===== config.mk =====
export PLATFORM = sky130hd
export DESIGN_NAME = csma_link_top
export DESIGN_NICKNAME = d
export VERILOG_FILES = /design/src/logic/csma_pkg.sv /design/src/logic/csma_link_top.sv /design/src/logic/csma_station.sv /design/src/logic/channel_model.sv /design/src/logic/frame_receiver.sv /design/src/logic/bit_transmitter.sv /design/src/logic/frame_tx_fsm.sv /design/src/logic/backoff_timer.sv
export SDC_FILE = /design/constraint.sdc
export NUM_CORES = 1
export LEC_CHECK = 0
export BUFFER_PORTS_ARGS = -buffer_cell sky130_fd_sc_hd__buf_2
export CAP_MARGIN = 20
export CELL_PAD_IN_SITES_DETAIL_PLACEMENT = 0
export CELL_PAD_IN_SITES_GLOBAL_PLACEMENT = 1
export CORE_ASPECT_RATIO = 0.6
export CORE_MARGIN = 2
export CORE_UTILIZATION = 35
export DETAILED_ROUTE_END_ITERATION = 7
export GPL_TIMING_DRIVEN = 0
export PLACE_DENSITY = 0.68
export SLEW_MARGIN = 20
export SYNTH_ARGS = -nofsm -noshare
export SYNTH_HDL_FRONTEND = slang
export SYNTH_SLANG_ARGS = --single-unit
export TNS_END_PERCENT = 100

===== constraint.sdc =====
create_clock -name clk -period 2.2 [get_ports clk]
set_input_delay 0.22 -clock clk [delete_from_list [all_inputs] [get_ports clk]]
set_output_delay 0.22 -clock clk [all_outputs]
set_load 0.005 [all_outputs]

===== src/logic/csma_pkg.sv =====
//////////////////////////////////////////////////////////////////////
// shared types for the two-station csma/cd link
// channel symbol, transmit outcome and transmitter state enums
// default frame length, attempt limit and settle time
//////////////////////////////////////////////////////////////////////

package csma_pkg;

   // symbol on a station line or the merged channel
   // sym_none is an idle line
   typedef enum logic [1:0]
   {
      sym_jam   = 2'd0,
      sym_frame = 2'd1,
      sym_none  = 2'd2
   } symbol_t;

   // one-cycle outcome reported to the host
   typedef enum logic [1:0]
   {
      st_fail    = 2'd0,
      st_success = 2'd1,
      st_none    = 2'd2
   } status_t;

   // frame transmitter states
   typedef enum logic [2:0]
   {
      tx_idle     = 3'd0,
      tx_send     = 3'd1,
      tx_jam      = 3'd2,
      tx_wait_end = 3'd3,
      tx_settle   = 3'd4,
      tx_backoff  = 3'd5,
      tx_report   = 3'd6
   } tx_state_t;

   // frame symbols per frame
   localparam int frame_len_default = 4;
   // collisions before a request fails
   localparam int max_attempts_default = 3;
   // quiet cycles after a burst, covers the channel round trip
   localparam int settle_cycles_default = 4;

endpackage

===== src/logic/csma_link_top.sv =====
//////////////////////////////////////////////////////////////////////
// two-station csma/cd link
// stations a and b on one shared channel
//////////////////////////////////////////////////////////////////////

`timescale 1ns/1ns

module csma_link_top #(
   parameter int FRAME_LEN     = csma_pkg::frame_len_default,
   parameter int MAX_ATTEMPTS  = csma_pkg::max_attempts_default,
   parameter int SETTLE_CYCLES = csma_pkg::settle_cycles_default
) (
   input  logic              clk,
   input  logic              arst_n,
   input  logic              tx_req_a,
   input  logic              tx_req_b,
   input  logic              rx_ack_a,
   input  logic              rx_ack_b,
   output csma_pkg::status_t tx_status_a,
   output csma_pkg::status_t tx_status_b,
   output logic              rx_ready_a,
   output logic              rx_ready_b,
   output logic              carrier_sense,
   output logic              collision_detect
);

   csma_pkg::symbol_t line_a;
   csma_pkg::symbol_t line_b;
   csma_pkg::symbol_t line_in;

   // seeds differ so the stations pick different backoff delays
   csma_station #(
      .FRAME_LEN     (FRAME_LEN),
      .MAX_ATTEMPTS  (MAX_ATTEMPTS),
      .SETTLE_CYCLES (SETTLE_CYCLES),
      .BACKOFF_SEED  (16'hace1)
   ) station_a (
      .clk              (clk),
      .arst_n           (arst_n),
      .tx_req           (tx_req_a),
      .rx_ack           (rx_ack_a),
      .carrier_sense    (carrier_sense),
      .collision_detect (collision_detect),
      .line_in          (line_in),
      .line_out         (line_a),
      .tx_status        (tx_status_a),
      .rx_ready         (rx_ready_a)
   );

   csma_station #(
      .FRAME_LEN     (FRAME_LEN),
      .MAX_ATTEMPTS  (MAX_ATTEMPTS),
      .SETTLE_CYCLES (SETTLE_CYCLES),
      .BACKOFF_SEED  (16'h5a3c)
   ) station_b (
      .clk              (clk),
      .arst_n           (arst_n),
      .tx_req           (tx_req_b),
      .rx_ack           (rx_ack_b),
      .carrier_sense    (carrier_sense),
      .collision_detect (collision_detect),
      .line_in          (line_in),
      .line_out         (line_b),
      .tx_status        (tx_status_b),
      .rx_ready         (rx_ready_b)
   );

   channel_model u_channel (
      .clk              (clk),
      .arst_n           (arst_n),
      .line_a           (line_a),
      .line_b           (line_b),
      .line_in          (line_in),
      .carrier_sense    (carrier_sense),
      .collision_detect (collision_detect)
   );

endmodule


===== src/logic/csma_station.sv =====
//////////////////////////////////////////////////////////////////////
// one csma/cd station
// transmit fsm, backoff timer, bit transmitter, frame receiver,
// shared symbol counter and own-transmission receive blanking
//////////////////////////////////////////////////////////////////////

`timescale 1ns/1ns

module csma_station #(
   parameter int          FRAME_LEN     = 4,
   parameter int          MAX_ATTEMPTS  = 3,
   parameter int          SETTLE_CYCLES = 4,
   parameter logic [15:0] BACKOFF_SEED  = 16'hace1
) (
   input  logic              clk,
   input  logic              arst_n,
   input  logic              tx_req,
   input  logic              rx_ack,
   input  logic              carrier_sense,
   input  logic              collision_detect,
   input  csma_pkg::symbol_t line_in,
   output csma_pkg::symbol_t line_out,
   output csma_pkg::status_t tx_status,
   output logic              rx_ready
);

   localparam int cnt_max = (FRAME_LEN > SETTLE_CYCLES) ? FRAME_LEN : SETTLE_CYCLES;
   localparam int cnt_w   = $clog2(cnt_max + 1);

   csma_pkg::symbol_t   tx_symbol;
   csma_pkg::tx_state_t tx_state;
   logic                burst_done;
   logic                collision_seen;
   logic                attempts_clear;
   logic                last_attempt;
   logic                backoff_busy;
   logic [cnt_w-1:0]    sym_cnt;
   logic                sym_cnt_clr;
   logic                own_busy;
   logic                rx_carrier;

   // frame-in-progress counter, symbols in send/jam and cycles in settle
   always_ff @(posedge clk or negedge arst_n)
   begin
      if (!arst_n)
      begin
         sym_cnt  <= '0;
         own_busy <= 1'b0;
      end
      else
      begin
         if (sym_cnt_clr)
            sym_cnt <= '0;
         else if (sym_cnt != {cnt_w{1'b1}})
            sym_cnt <= sym_cnt + 1'b1;
         // lines up with our own symbols coming back from the channel
         own_busy <= (line_out != csma_pkg::sym_none);
      end
   end

   // receiver stays deaf to our own frame
   assign rx_carrier = carrier_sense && !own_busy;

   frame_tx_fsm #(
      .FRAME_LEN     (FRAME_LEN),
      .SETTLE_CYCLES (SETTLE_CYCLES),
      .CNT_W         (cnt_w)
   ) u_fsm (
      .clk              (clk),
      .arst_n           (arst_n),
      .tx_req           (tx_req),
      .carrier_sense    (carrier_sense),
      .collision_detect (collision_detect),
      .burst_done       (burst_done),
      .backoff_busy     (backoff_busy),
      .last_attempt     (last_attempt),
      .sym_cnt          (sym_cnt),
      .tx_symbol        (tx_symbol),
      .tx_status        (tx_status),
      .tx_state         (tx_state),
      .collision_seen   (collision_seen),
      .attempts_clear   (attempts_clear),
      .sym_cnt_clr      (sym_cnt_clr)
   );

   backoff_timer #(
      .MAX_ATTEMPTS (MAX_ATTEMPTS),
      .BACKOFF_SEED (BACKOFF_SEED)
   ) u_backoff (
      .clk            (clk),
      .arst_n         (arst_n),
      .collision_seen (collision_seen),
      .attempts_clear (attempts_clear),
      .tx_state       (tx_state),
      .backoff_busy   (backoff_busy),
      .last_attempt   (last_attempt)
   );

   bit_transmitter u_bit_tx (
      .clk        (clk),
      .arst_n     (arst_n),
      .tx_symbol  (tx_symbol),
      .line_out   (line_out),
      .burst_done (burst_done)
   );

   frame_receiver #(
      .FRAME_LEN (FRAME_LEN)
   ) u_rx (
      .clk           (clk),
      .arst_n        (arst_n),
      .carrier_sense (rx_carrier),
      .rx_ack        (rx_ack),
      .line_in       (line_in),
      .rx_ready      (rx_ready)
   );

endmodule


===== src/logic/channel_model.sv =====
//////////////////////////////////////////////////////////////////////
// shared channel
// registered merge of both station lines,
// carrier sense and collision detect
//////////////////////////////////////////////////////////////////////

`timescale 1ns/1ns

module channel_model (
   input  logic              clk,
   input  logic              arst_n,
   input  csma_pkg::symbol_t line_a,
   input  csma_pkg::symbol_t line_b,
   output csma_pkg::symbol_t line_in,
   output logic              carrier_sense,
   output logic              collision_detect
);

   logic a_busy;
   logic b_busy;
   logic any_jam;

   assign a_busy  = (line_a != csma_pkg::sym_none);
   assign b_busy  = (line_b != csma_pkg::sym_none);
   assign any_jam = (line_a == csma_pkg::sym_jam) || (line_b == csma_pkg::sym_jam);

   always_ff @(posedge clk or negedge arst_n)
   begin
      if (!arst_n)
      begin
         line_in          <= csma_pkg::sym_none;
         carrier_sense    <= 1'b0;
         collision_detect <= 1'b0;
      end
      else
      begin
         // both driving garbles the line into a jam
         if (!a_busy)
            line_in <= line_b;
         else if (!b_busy)
            line_in <= line_a;
         else
            line_in <= csma_pkg::sym_jam;
         carrier_sense    <= a_busy || b_busy;
         collision_detect <= (a_busy && b_busy) || any_jam;
      end
   end

endmodule


===== src/logic/frame_receiver.sv =====
//////////////////////////////////////////////////////////////////////
// frame receiver
// samples the channel while carrier is up plus one cycle,
// counts frame symbols and holds rx_ready until acknowledged
//////////////////////////////////////////////////////////////////////

`timescale 1ns/1ns

module frame_receiver #(
   parameter int FRAME_LEN = 4
) (
   input  logic              clk,
   input  logic              arst_n,
   input  logic              carrier_sense,
   input  logic              rx_ack,
   input  csma_pkg::symbol_t line_in,
   output logic              rx_ready
);

   // room for one symbol past a full frame, marks an overlong run
   localparam int run_w = $clog2(FRAME_LEN + 2);

   logic              cs_q;
   logic              sample_en;
   csma_pkg::symbol_t rx_sym;
   logic [run_w-1:0]  run_cnt;
   logic              good_end;

   // carrier window stretched by one cycle to catch the trailing idle
   assign sample_en = carrier_sense || cs_q;
   assign good_end  = (rx_sym == csma_pkg::sym_none) && (run_cnt == run_w'(FRAME_LEN));

   always_ff @(posedge clk or negedge arst_n)
   begin
      if (!arst_n)
      begin
         cs_q     <= 1'b0;
         rx_sym   <= csma_pkg::sym_none;
         run_cnt  <= '0;
         rx_ready <= 1'b0;
      end
      else
      begin
         cs_q   <= carrier_sense;
         // outside the window the line reads as idle
         rx_sym <= sample_en ? line_in : csma_pkg::sym_none;
         // jam or idle breaks the run
         if (rx_sym == csma_pkg::sym_frame)
         begin
            if (run_cnt != run_w'(FRAME_LEN + 1))
               run_cnt <= run_cnt + 1'b1;
         end
         else
            run_cnt <= '0;
         // a new good frame wins over an ack in the same cycle
         if (good_end)
            rx_ready <= 1'b1;
         else if (rx_ack)
            rx_ready <= 1'b0;
      end
   end

endmodule


===== src/logic/bit_transmitter.sv =====
//////////////////////////////////////////////////////////////////////
// bit transmitter
// registers the state machine's symbols onto the station line
// and pulses burst_done when a burst ends
//////////////////////////////////////////////////////////////////////

`timescale 1ns/1ns

module bit_transmitter (
   input  logic              clk,
   input  logic              arst_n,
   input  csma_pkg::symbol_t tx_symbol,
   output csma_pkg::symbol_t line_out,
   output logic              burst_done
);

   logic line_busy;

   // something was on the line last cycle
   assign line_busy = (line_out != csma_pkg::sym_none);

   always_ff @(posedge clk or negedge arst_n)
   begin
      if (!arst_n)
      begin
         line_out   <= csma_pkg::sym_none;
         burst_done <= 1'b0;
      end
      else
      begin
         line_out   <= tx_symbol;
         // first idle after a frame or jam run
         burst_done <= line_busy && (tx_symbol == csma_pkg::sym_none);
      end
   end

endmodule


===== src/logic/frame_tx_fsm.sv =====
//////////////////////////////////////////////////////////////////////
// frame transmitter state machine
// defers on carrier, sends a frame, jams on collision,
// waits out backoff or settle time, reports success or failure
//////////////////////////////////////////////////////////////////////

`timescale 1ns/1ns

module frame_tx_fsm #(
   parameter int FRAME_LEN     = 4,
   parameter int SETTLE_CYCLES = 4,
   parameter int CNT_W         = 3
) (
   input  logic                clk,
   input  logic                arst_n,
   input  logic                tx_req,
   input  logic                carrier_sense,
   input  logic                collision_detect,
   input  logic                burst_done,
   input  logic                backoff_busy,
   input  logic                last_attempt,
   input  logic [CNT_W-1:0]    sym_cnt,
   output csma_pkg::symbol_t   tx_symbol,
   output csma_pkg::status_t   tx_status,
   output csma_pkg::tx_state_t tx_state,
   output logic                collision_seen,
   output logic                attempts_clear,
   output logic                sym_cnt_clr
);

   localparam logic [CNT_W-1:0] last_sym    = CNT_W'(FRAME_LEN - 1);
   localparam logic [CNT_W-1:0] last_settle = CNT_W'(SETTLE_CYCLES - 1);

   csma_pkg::tx_state_t state;
   csma_pkg::tx_state_t state_next;
   // current attempt ended in a jam
   logic                jammed_q;

   always_comb
   begin
      state_next     = state;
      sym_cnt_clr    = 1'b0;
      collision_seen = 1'b0;
      case (state)
         csma_pkg::tx_idle:
         begin
            // defer while anything is on the line
            if (tx_req && !carrier_sense && !collision_detect)
            begin
               state_next  = csma_pkg::tx_send;
               sym_cnt_clr = 1'b1;
            end
         end
         csma_pkg::tx_send,
         csma_pkg::tx_wait_end,
         csma_pkg::tx_settle:
         begin
            // collision while our frame may still be in flight
            if (collision_detect && !jammed_q)
            begin
               state_next     = csma_pkg::tx_jam;
               sym_cnt_clr    = 1'b1;
               collision_seen = 1'b1;
            end
            else if (state == csma_pkg::tx_send)
            begin
               if (sym_cnt == last_sym)
                  state_next = csma_pkg::tx_wait_end;
            end
            else if (state == csma_pkg::tx_settle)
            begin
               if (sym_cnt == last_settle)
                  state_next = csma_pkg::tx_report;
            end
            else if (burst_done)
            begin
               if (!jammed_q)
               begin
                  state_next  = csma_pkg::tx_settle;
                  sym_cnt_clr = 1'b1;
               end
               else if (last_attempt)
                  state_next = csma_pkg::tx_report;
               else
                  state_next = csma_pkg::tx_backoff;
            end
         end
         csma_pkg::tx_jam:
         begin
            if (sym_cnt == last_sym)
               state_next = csma_pkg::tx_wait_end;
         end
         csma_pkg::tx_backoff:
         begin
            if (!backoff_busy)
               state_next = csma_pkg::tx_idle;
         end
         // report lasts one cycle, tx_req not looked at
         default:
            state_next = csma_pkg::tx_idle;
      endcase
   end

   always_ff @(posedge clk or negedge arst_n)
   begin
      if (!arst_n)
      begin
         state    <= csma_pkg::tx_idle;
         jammed_q <= 1'b0;
      end
      else
      begin
         state <= state_next;
         if (collision_seen)
            jammed_q <= 1'b1;
         else if (state == csma_pkg::tx_idle)
            jammed_q <= 1'b0;
      end
   end

   always_comb
   begin
      case (state)
         csma_pkg::tx_send: tx_symbol = csma_pkg::sym_frame;
         csma_pkg::tx_jam:  tx_symbol = csma_pkg::sym_jam;
         default:           tx_symbol = csma_pkg::sym_none;
      endcase
   end

   // a report after a jam is always the give-up case
   assign tx_status = (state != csma_pkg::tx_report) ? csma_pkg::st_none :
                      jammed_q ? csma_pkg::st_fail : csma_pkg::st_success;
   assign attempts_clear = (state == csma_pkg::tx_report);
   assign tx_state       = state;

endmodule


===== src/logic/backoff_timer.sv =====
//////////////////////////////////////////////////////////////////////
// backoff timer for one station
// collision counter with attempt limit, free-running lfsr,
// backoff delay load and countdown
//////////////////////////////////////////////////////////////////////

`timescale 1ns/1ns

module backoff_timer #(
   parameter int          MAX_ATTEMPTS = 3,
   parameter logic [15:0] BACKOFF_SEED = 16'hace1
) (
   input  logic                clk,
   input  logic                arst_n,
   input  logic                collision_seen,
   input  logic                attempts_clear,
   input  csma_pkg::tx_state_t tx_state,
   output logic                backoff_busy,
   output logic                last_attempt
);

   localparam int coll_w = $clog2(MAX_ATTEMPTS + 1);

   logic [coll_w-1:0] coll_cnt;
   logic [15:0]       lfsr;
   logic [2:0]        delay_cnt;
   logic [2:0]        win_mask;

   // window grows by one bit per collision, capped at 3 bits (7 cycles)
   always_comb
   begin
      if (coll_cnt == coll_w'(0))
         win_mask = 3'b001;
      else if (coll_cnt == coll_w'(1))
         win_mask = 3'b011;
      else
         win_mask = 3'b111;
   end

   always_ff @(posedge clk or negedge arst_n)
   begin
      if (!arst_n)
      begin
         coll_cnt  <= '0;
         lfsr      <= BACKOFF_SEED;
         delay_cnt <= 3'd0;
      end
      else
      begin
         // galois form, taps 16 14 13 11
         lfsr <= {1'b0, lfsr[15:1]} ^ (lfsr[0] ? 16'hb400 : 16'h0000);
         if (attempts_clear)
         begin
            coll_cnt  <= '0;
            delay_cnt <= 3'd0;
         end
         else if (collision_seen)
         begin
            if (!last_attempt)
               coll_cnt <= coll_cnt + 1'b1;
            delay_cnt <= lfsr[2:0] & win_mask;
         end
         // delay only runs once the jam burst is over
         else if (tx_state == csma_pkg::tx_backoff && delay_cnt != 3'd0)
            delay_cnt <= delay_cnt - 1'b1;
      end
   end

   assign backoff_busy = (delay_cnt != 3'd0);
   assign last_attempt = (coll_cnt >= coll_w'(MAX_ATTEMPTS));

endmodule


==> impl_metrics.toml, run 1 <==
[worst_setup_path]
path_max_fanout = 10
startpoint = "station_b.u_fsm.tx_state[2]"
crit_top_cell = "buf_2"
crit_type = "reg2out"
cp.arrival_ns = 1.75
critPathCaptureType = "primary output"
cp.required_ns = 1.98
path_buf_inv = 3
worstSetupStartpointType = "flip-flop"
crit_chain = "buf_2, nand2_1, or2_2, clkbuf_1, nor2_1, buf_2"
path_delay_family = "buffers and inverters"
slowest_delay_ns = 0.39
critPathSlowestCell = "dfrtp_1"
timing.rr.start = "station_a.u_fsm.tx_state[2]"

[clock_network]
cts_buffers = 9
path_clk_slew_ns = 0.06
cts_resized = 0
clk_latency_ns = 0.33
cts_tree = "built"
htree_levels = 3
cts_root_buf = "clkbuf_16"
cts.sinks = 82
cts_buffer_depth = 2

[sta]
setup_ws_ns = 0.230
fin_skew_ns = 0.00754
finalHoldViolCount = 0
fmax_mhz = 508
hold_ws_ns = 0.0761
setup-violations-final = 0
maxSlewViolCount = 0
period_minus_slack_ns = 1.97
worstMarginPinSlew_ns = 0.490
period_share_pct = 89.5
slew_headroom_pct = 67.3
rsz0062_at_grt = "false"
tns_ns = 0

[place]
gp_congestion = 0.805
portBuffers = 13
post_dp_cell_area_sq_um = 3920
pre_cts_ws_ns = 0.506
dp_hpwl_um = 4550

[outcome]
outcome = "complete, no violations"

[floorplanning]
die-area_sq_um = 11300
io_pins = 14
initial_core_util_pct = 36.5
core_sq_um = 10000
rows = 28
die-height_um = 83.2
die_w_um = 136

[power]
leakage_uw = 0.00196
powerDensity_nw_per_um2 = 1280
vdd_drop_max_uv = 456

[final_layout]
mostFrequentLayoutCell = "dfrtp_1"
diodes = 0
nets = 373
layout-area-overhead-vs-synth_pct = 15.4
layout-drive-gt1-share_pct = 19.1
post-route-cell-area_sq_um = 4220
final_cell_mix = "dfrtp_1, nor2_1, inv_1, nand2_1, ha_1"

[yosys]
synth_ff_type = "dfrtp_1"
synth_edf_count = 0
synth_area_sq_um = 3660
async_flop_share_pct = 100
syn_nets = 349
ys.warnings.count = 0
syn_avg_cell_area_sq_um = 11.4
synth_cell_types = 51
synth_cells = 321
yosysSeqAreaShare_pct = 56.8
yosys_register_bits = 82

[job]
maxCapViolations = 0

[min_path]
hold_path.class = "in2reg"
min_from = "rx_ack_a"

[routing]
drc_errors = 0
vias_per_cell = 4.65
route.vias.total = 2257
drtPass1Iterations = 4
drt_iter0_markers = 109
avgRoutedWirePerCell_um = 13.5
wirelength_um = 6540
ant_nets = 0

[global_routing]
antenna_found_initial = 0
overflow = 0
grt_pass1_vias = 2209
grt_usage_pct = 13.0
grt_max_degree = 54
grt_pass1_wl_um = 11400
[path summary, 6_finish.rpt]
check / end / slack (ns) / cells past startpoint
min in group asynchronous: station_a.u_rx.run_cnt[2] / 0.37 / 2
max reg2reg: station_a.u_backoff.delay_cnt[2] / 0.38 / 4
min: station_a.u_rx.rx_ready / 0.08 / 2
max: tx_status_b[0] / 0.23 / 6
min reg2reg: station_a.u_backoff.lfsr[2] / 0.35 / 0
max in group asynchronous: station_a.u_backoff.lfsr[0] / 1.18 / 3
[cells by family after synthesis]
group | share of synthesized area (%)
xor+xnor | 3.35
simple gates | 16.2
mux | 2.77
fa+ha+maj | 7.53
flops | 56.8
compound gates | 9.24
buf+inv | 4.04
[cell type report]
class,count,area (sq um)
fillers,998,5800
flip-flops and latches,82,2080
multi-input cells,205,1430
clock buffers,12,246
well taps,135,169
repair buffers,15,105
inverters,23,86.3
plain buffers,9,53.8
clock inverters,4,51.3
[sequential cells by signal (all words and copies together), names as in the netlist, 2 cells and up]
| name | flops |
|---|---|
| station_b.sym_cnt | 3 |
| station_b.u_bit_tx.line_out | 2 |
| station_a.u_rx.rx_sym | 2 |
| station_b.u_backoff.lfsr | 16 |
| station_a.u_bit_tx.line_out | 2 |
| station_a.u_rx.run_cnt | 3 |
| station_a.u_backoff.delay_cnt | 3 |
| station_b.u_fsm.tx_state | 3 |
| station_a.u_backoff.lfsr | 16 |
| station_a.u_backoff.coll_cnt | 2 |
| station_b.u_backoff.delay_cnt | 3 |
| station_b.u_rx.rx_sym | 2 |
| station_b.u_backoff.coll_cnt | 2 |
| u_channel.line_in | 2 |
| station_a.u_fsm.tx_state | 3 |
| station_b.u_rx.run_cnt | 3 |
| station_a.sym_cnt | 3 |
[worst register-to-register path, stage by stage (launching register included)]
cell and delay, ns:
dfrtp_1 0.65, nor3b_4 0.29, o21ai_2 0.14, or4b_1 0.52, a21boi_1 0.15
[per-layer routing]
metal,GRT usage [%],up-vias,share of wire [%]
li1,-,1132,-
met1,20.9,1088,57
met2,16.2,28,38
met3,4.09,9,3.8
met4,3.41,0,1.2
met5,0,-,0
[power by group]
group          switching [uW]  internal (uW)
registers                 272           1910
clock network             587            913
logic                     961            781
total                    1820           3600
[cells in the mapped netlist, types with 3 or more instances]
cell      instances  area share (%)
nor2b_1          10             1.7
o21a_1            3            0.62
xnor2_1           4            0.96
nor2_1           27             2.8
nand2b_1          9             1.5
or2_2             4            0.68
mux2i_1           9             2.5
ha_1             22             7.5
nor3b_1           4            0.82
nand4b_1          4            0.96
o31ai_1           3            0.62
buf_2             4            0.55
clkbuf_1          4            0.41
inv_1            23             2.4
nor3_1            4            0.55
nand2_1          22             2.3
a21oi_1          18             2.5
dfstp_2          21              15
o21ai_0          14             1.9
dfrtp_1          61              42
xor2_1           10             2.4
[through the flow]
step	utilization, %	instances	power (uW)
4_1_cts	42.2	487	5520
2_1_floorplan	-	321	3510
3_3_place_gp	38.8	469	3900
3_5_place_dp	39.1	470	3970
6_report	42.1	485	5420
5_1_grt	42.1	485	5870
[what timing repair did]
| action | CTS | global route |
|---|---|---|
| hold buffers | 1 | 0 |
| buffers inserted | 0 | 0 |
| hold endpoints to repair | 23 | 0 |
| setup endpoints to repair | 0 | 1 |
Power figures use the tool's default switching activity.
==> inputs of run 2 (changes only) <==
--- a/config.mk
+++ b/config.mk
@@ -5,7 +5,7 @@
 export SDC_FILE = /design/constraint.sdc
 export NUM_CORES = 1
 export LEC_CHECK = 0
-export BUFFER_PORTS_ARGS = -buffer_cell sky130_fd_sc_hd__buf_2
+export BUFFER_PORTS_ARGS = -buffer_cell sky130_fd_sc_hd__buf_4
 export CAP_MARGIN = 20
 export CELL_PAD_IN_SITES_DETAIL_PLACEMENT = 0
 export CELL_PAD_IN_SITES_GLOBAL_PLACEMENT = 1
@@ -14,7 +14,7 @@
 export CORE_UTILIZATION = 35
 export DETAILED_ROUTE_END_ITERATION = 7
 export GPL_TIMING_DRIVEN = 0
-export PLACE_DENSITY = 0.68
+export PLACE_DENSITY = 0.7
 export SLEW_MARGIN = 20
 export SYNTH_ARGS = -nofsm -noshare
 export SYNTH_HDL_FRONTEND = slang
==> constraint.sdc (replaced) <==
create_clock -name clk -period 1.8 [get_ports clk]
set_input_delay 0.18 -clock clk [delete_from_list [all_inputs] [get_ports clk]]
set_output_delay 0.18 -clock clk [all_outputs]
set_load 0.005 [all_outputs]
==> impl_metrics.toml, run 2 (synthesized netlist as in run 1, its figures left out) <==
[sta]
fmax_mhz = 587
setup-violations-final = 0
period_share_pct = 94.7
maxSlewViolCount = 0
worstMarginPinSlew_ns = 0.738
rsz0062_at_grt = "false"
period_minus_slack_ns = 1.70
fin_skew_ns = 0.00529
tns_ns = 0
slew_headroom_pct = 50.8
finalHoldViolCount = 0

[final_layout]
fillers = 993
diodes = 0
nets = 374
final_cells = 486
multi_input_area_sq_um = 1440
mostFrequentLayoutCell = "dfrtp_1"
layout-drive-gt1-share_pct = 19.9
seq_area_sq_um = 2080
largest_registers = "station_a.u_backoff.lfsr: 16 flops, station_b.u_backoff.lfsr: 16 flops"
layout-area-overhead-vs-synth_pct = 16.9
final_cell_mix = "dfrtp_1, nor2_1, inv_1, nand2_1, ha_1"

[min_path]
min_path_cells = 2
min_to = "station_a.u_rx.rx_ready"
hold_path.class = "in2reg"
min_from = "rx_ack_a"

[global_routing]
overflow = 0
grt_usage_pct = 12.7
grt_max_degree = 83
grt_pass1_vias = 2187
antenna_found_initial = 0
grt_pass1_wl_um = 11000

[routing]
avgRoutedWirePerCell_um = 13.1
ant_nets = 0
vias_per_cell = 4.60
route.vias.total = 2237
drtPass1Iterations = 4
wirelength_um = 6380
drc_errors = 0
drt_iter0_markers = 150

[floorplanning]
die-height_um = 83.2
initial_core_util_pct = 36.5
io_pins = 14
core_sq_um = 10000
rows = 28
die_w_um = 136
die-area_sq_um = 11300

[worst_setup_path]
worstSetupStartpointType = "flip-flop"
crit_type = "reg2out"
critPathCaptureType = "primary output"
path_max_fanout = 10
cp.arrival_ns = 1.52
reg2reg_depth = 5
reg2reg_to = "station_a.u_backoff.delay_cnt[2]"
cp.required_ns = 1.62
regToRegSetupSlack_ns = 0.11
slowest_delay_ns = 0.35
crit_chain = "buf_4, buf_2, nand3b_1, buf_4, buf_4"
crit_top_cell = "buf_4"
critPathSlowestCell = "dfrtp_1"
timing.rr.start = "u_channel.collision_detect"

[clock_network]
cts_root_buf = "clkbuf_16"
cts_tree = "built"
path_clk_slew_ns = 0.06
clk_latency_ns = 0.33
cts.sinks = 82
cts_buffers = 9
htree_levels = 3
cts_buffer_depth = 2

[place]
dp_hpwl_um = 4160
portBuffers = 13
dp_cells = 469
gp_congestion = 0.831

[power]
pwr-share-comb_pct = 32.3
clkPwrFrac_pct = 28.5
powerDensity_nw_per_um2 = 1580
sw_frac_of_total_pct = 33.0
p_switching_uw = 2230
leakage_uw = 0.00198
seqPwrFrac_pct = 39.2
intPower_uw = 4530
vdd_drop_max_uv = 609

[job]
maxCapViolations = 0

[outcome]
outcome = "complete, no violations"
==> run 2: how the worst max path moves through the flow <==
stage                                      startpoint                     endpoint  cells past startpoint
after global routing      station_a.u_fsm.tx_state[0]               tx_status_a[1]                      5
after detailed placement  station_a.u_fsm.tx_state[1]               tx_status_a[0]                      5
final                     station_a.u_fsm.tx_state[0]               tx_status_a[1]                      5
after global placement    station_a.u_fsm.tx_state[1]               tx_status_a[0]                      5
after floorplan                  station_a.sym_cnt[0]  station_a.u_fsm.tx_state[0]                      6
after CTS                 station_b.u_fsm.tx_state[2]               tx_status_b[0]                      5
==> run 2: repair_timing <==
action                                  in CTS  in global routing
pin swaps                                    1                  0
setup buffers                                2                  0
gates resized for setup                      2                  3
hold buffers                                 0                  1
cloned                                       0                  0
hold endpoints to repair                     0                 61
endpoints found under the setup margin       4                  2
==> run 2: cell type report <==
cell class | instances | share of cell area [%]
clock inverter | 5 | 1.90
multi-input combinational | 205 | 33.6
sequential | 82 | 48.6
tap | 135 | 3.95
inverter | 23 | 2.02
buffer | 9 | 1.43
clock buffer | 11 | 5.45
timing repair buffer | 16 | 2.96
==> run 2: metrics by stage <==
stage                     power [uW]  hold slack [ns]  worst slack, ns  area (sq um)  utilization (%)
after floorplan                 4290           -0.116            0.297          3660                -
after global placement          4790            0.333            0.140          3920             39.1
after detailed placement        4830            0.338            0.123          3920             39.1
after CTS                       6830           0.0155           0.0318          4250             42.4
after global routing            7340           0.0130          0.00793          4270             42.6
final                           6750           0.0342           0.0957          4270             42.6
==> run 2: power groups by stage <==
| stage | Sequential [uW] | Clock, uW | Combinational [uW] |
|---|---|---|---|
| after global placement | 2660 | 0 | 2130 |
| after detailed placement | 2670 | 0 | 2160 |
| final | 2650 | 1930 | 2180 |
| after CTS | 2640 | 2000 | 2190 |
| after global routing | 2710 | 2090 | 2540 |
| after floorplan | 2580 | 0 | 1710 |
==> run 2: layer usage <==
metal,global-route usage (%),vias up,part of all wire (%)
met5,0,-,0
met4,3.69,0,0.64
met3,4.82,4,3.9
met2,15.8,30,39
met1,19.9,1069,56
li1,-,1134,-
==> run 2: worst max-delay path: cells and delay by family (launching register included) <==
family	cells	cell delay, ns
buffers and inverters	4	0.65
DFF	1	0.35
and+or+nand+nor	1	0.19
==> inputs of run 3 (changes only) <==
--- a/config.mk
+++ b/config.mk
@@ -14,7 +14,7 @@
 export CORE_UTILIZATION = 35
 export DETAILED_ROUTE_END_ITERATION = 7
 export GPL_TIMING_DRIVEN = 0
-export PLACE_DENSITY = 0.7
+export PLACE_DENSITY = 0.67
 export SLEW_MARGIN = 20
 export SYNTH_ARGS = -nofsm -noshare
 export SYNTH_HDL_FRONTEND = slang
==> constraint.sdc (replaced) <==
create_clock -name clk -period 1.64 [get_ports clk]
set_input_delay 0.164 -clock clk [delete_from_list [all_inputs] [get_ports clk]]
set_output_delay 0.164 -clock clk [all_outputs]
set_load 0.005 [all_outputs]
==> impl_metrics.toml, run 3 (synthesized netlist as in run 1, its figures left out) <==
[floorplanning]
die-height_um = 83.2
io_pins = 14
rows = 28
die-area_sq_um = 11300
die_w_um = 136
initial_core_util_pct = 36.5
core_sq_um = 10000

[power]
seqPwrFrac_pct = 38.3
intPower_uw = 5060
pwr-share-comb_pct = 35.5
p_switching_uw = 2550
leakage_uw = 0.00206
powerDensity_nw_per_um2 = 1720
vdd_drop_max_uv = 775
sw_frac_of_total_pct = 33.5
clkPwrFrac_pct = 26.2

[worst_setup_path]
critPathCaptureType = "flip-flop"
crit_type = "reg2reg"
path_max_fanout = 3
crit_top_cell = "ha_1"
critPathSlowestCell = "dfrtp_1"
reg2reg_to = "station_a.u_fsm.tx_state[0]"
crit_chain = "ha_1, ha_1, nor4b_2, o21ai_1, o21a_1, o22a_1"
timing.rr.start = "station_a.sym_cnt[0]"
worstSetupStartpointType = "flip-flop"
regToRegSetupSlack_ns = 0.02
cp.required_ns = 1.86
cp.arrival_ns = 1.84
reg2reg_depth = 6
slowest_delay_ns = 0.39

[routing]
drtPass1Iterations = 4
ant_nets = 0
route.vias.total = 2336
wirelength_um = 6770
avgRoutedWirePerCell_um = 13.5
drc_errors = 0
drt_iter0_markers = 100
vias_per_cell = 4.66

[final_layout]
mostFrequentLayoutCell = "dfrtp_1"
layout-area-overhead-vs-synth_pct = 21.3
nets = 390
final_cell_mix = "dfrtp_1, buf_4, nor2_1, inv_1"
diodes = 0
layout-drive-gt1-share_pct = 25.1
largest_registers = "station_a.u_backoff.lfsr: 16 flops, station_b.u_backoff.lfsr: 16 flops"
final_util_pct = 44.3
post-route-cell-area_sq_um = 4430

[clock_network]
cts_buffer_depth = 2
path_clk_slew_ns = 0.06
htree_levels = 3
cts_buffers = 9
cts_tree = "built"
cts.sinks = 82
cts_root_buf = "clkbuf_16"
clk_latency_ns = 0.34

[outcome]
outcome = "complete, no violations"

[sta]
hold_ws_ns = 0.0172
maxSlewViolCount = 0
period_minus_slack_ns = 1.62
fmax_mhz = 619
setup-violations-final = 0
rsz0062_at_grt = "true"
slew_headroom_pct = 49.5
worstMarginPinSlew_ns = 0.757
period_share_pct = 98.5
setup_ws_ns = 0.0244
fin_skew_ns = 0.00697
finalHoldViolCount = 0

[place]
dp_hpwl_um = 4390
post_dp_cell_area_sq_um = 3920
gp_congestion = 0.815
pre_cts_ws_ns = -0.0215
portBuffers = 13

[min_path]
min_path_cells = 2
min_from = "rx_ack_b"
min_to = "station_b.u_rx.rx_ready"
hold_path.class = "in2reg"

[global_routing]
grt_pass1_vias = 2242
grt_usage_pct = 12.9
antenna_found_initial = 0
overflow = 0
grt_max_degree = 83
grt_pass1_wl_um = 11100

[job]
maxCapViolations = 0
## run 3: cell count changes in the layout (fill, tap and decap cells not counted), sizes merged
cell / previous run / this run
buf: 22 / 37
clkinvlp: 1 / 0
clkinv: 2 / 3
clkbuf: 13 / 14
bufinv: 2 / 1
## run 3: how the worst max path moves through the flow
stage	depth (start not counted)	slack (ns)	endpoint	startpoint
final	6	0.02	station_a.u_fsm.tx_state[0]	station_a.sym_cnt[0]
after global routing	6	-0.04	station_a.u_fsm.tx_state[0]	station_a.sym_cnt[0]
after CTS	6	0.0002	station_a.u_fsm.tx_state[0]	station_a.sym_cnt[0]
after detailed placement	4	-0.02	station_a.u_backoff.delay_cnt[1]	station_a.u_fsm.tx_state[2]
after global placement	4	-0.02	station_a.u_backoff.delay_cnt[1]	station_a.u_fsm.tx_state[2]
after floorplan	6	0.14	station_a.u_fsm.tx_state[0]	station_a.sym_cnt[0]
## run 3: cell type report
type / instances / area, sq um
Clock inverter: 4 / 52.6
Fill cell: 980 / 5590
Tap cell: 135 / 169
Inverter: 23 / 86.3
Timing Repair Buffer: 31 / 246
Buffer: 10 / 85.1
Clock buffer: 11 / 243
Multi-Input combinational cell: 205 / 1470
Sequential cell: 82 / 2080
## run 3: power by group through the flow
stage | logic, uW | registers [uW] | clock network (uW)
6_report | 2710 | 2910 | 1990
5_1_grt | 3060 | 2990 | 2150
4_1_cts | 2490 | 2900 | 2060
3_5_place_dp | 2400 | 2930 | 0
3_3_place_gp | 2340 | 2910 | 0
2_1_floorplan | 1880 | 2830 | 0
## run 3: repair_timing
item                                   in CTS  in global routing
endpoints found under the hold margin       0                 61
pin swaps                                   1                  9
setup buffers                               4                 13
setup endpoints to repair                   7                 13
resized for setup                           9                 17
hold buffers                                0                  1
## run 3: critical path: cells and delay by family, from the launching register on
family	cells	cell delay (ns)
DFF	1	0.39
AOI/OAI and AO/OA	3	0.42
adders and majority gates	2	0.47
and+or+nand+nor	1	0.22
## run 3: per-stage QoR
step	setup TNS, ns	cells	power, uW
floorplan	0	321	4710
global placement	-0.0313	469	5260
detailed placement	-0.0519	469	5320
CTS	0	487	7450
global route	-0.0506	501	8190
finish	0	501	7610
## run 3: routing by layer
layer	global-route usage [%]	wire [um]	share of wire, %	vias to the layer above
met4	4.55	90	1.3	0
met2	16.4	2630	39	31
met5	0	0	0	-
met1	19.6	3770	56	1129
met3	4.64	290	4.3	10
li1	-	-	-	1166
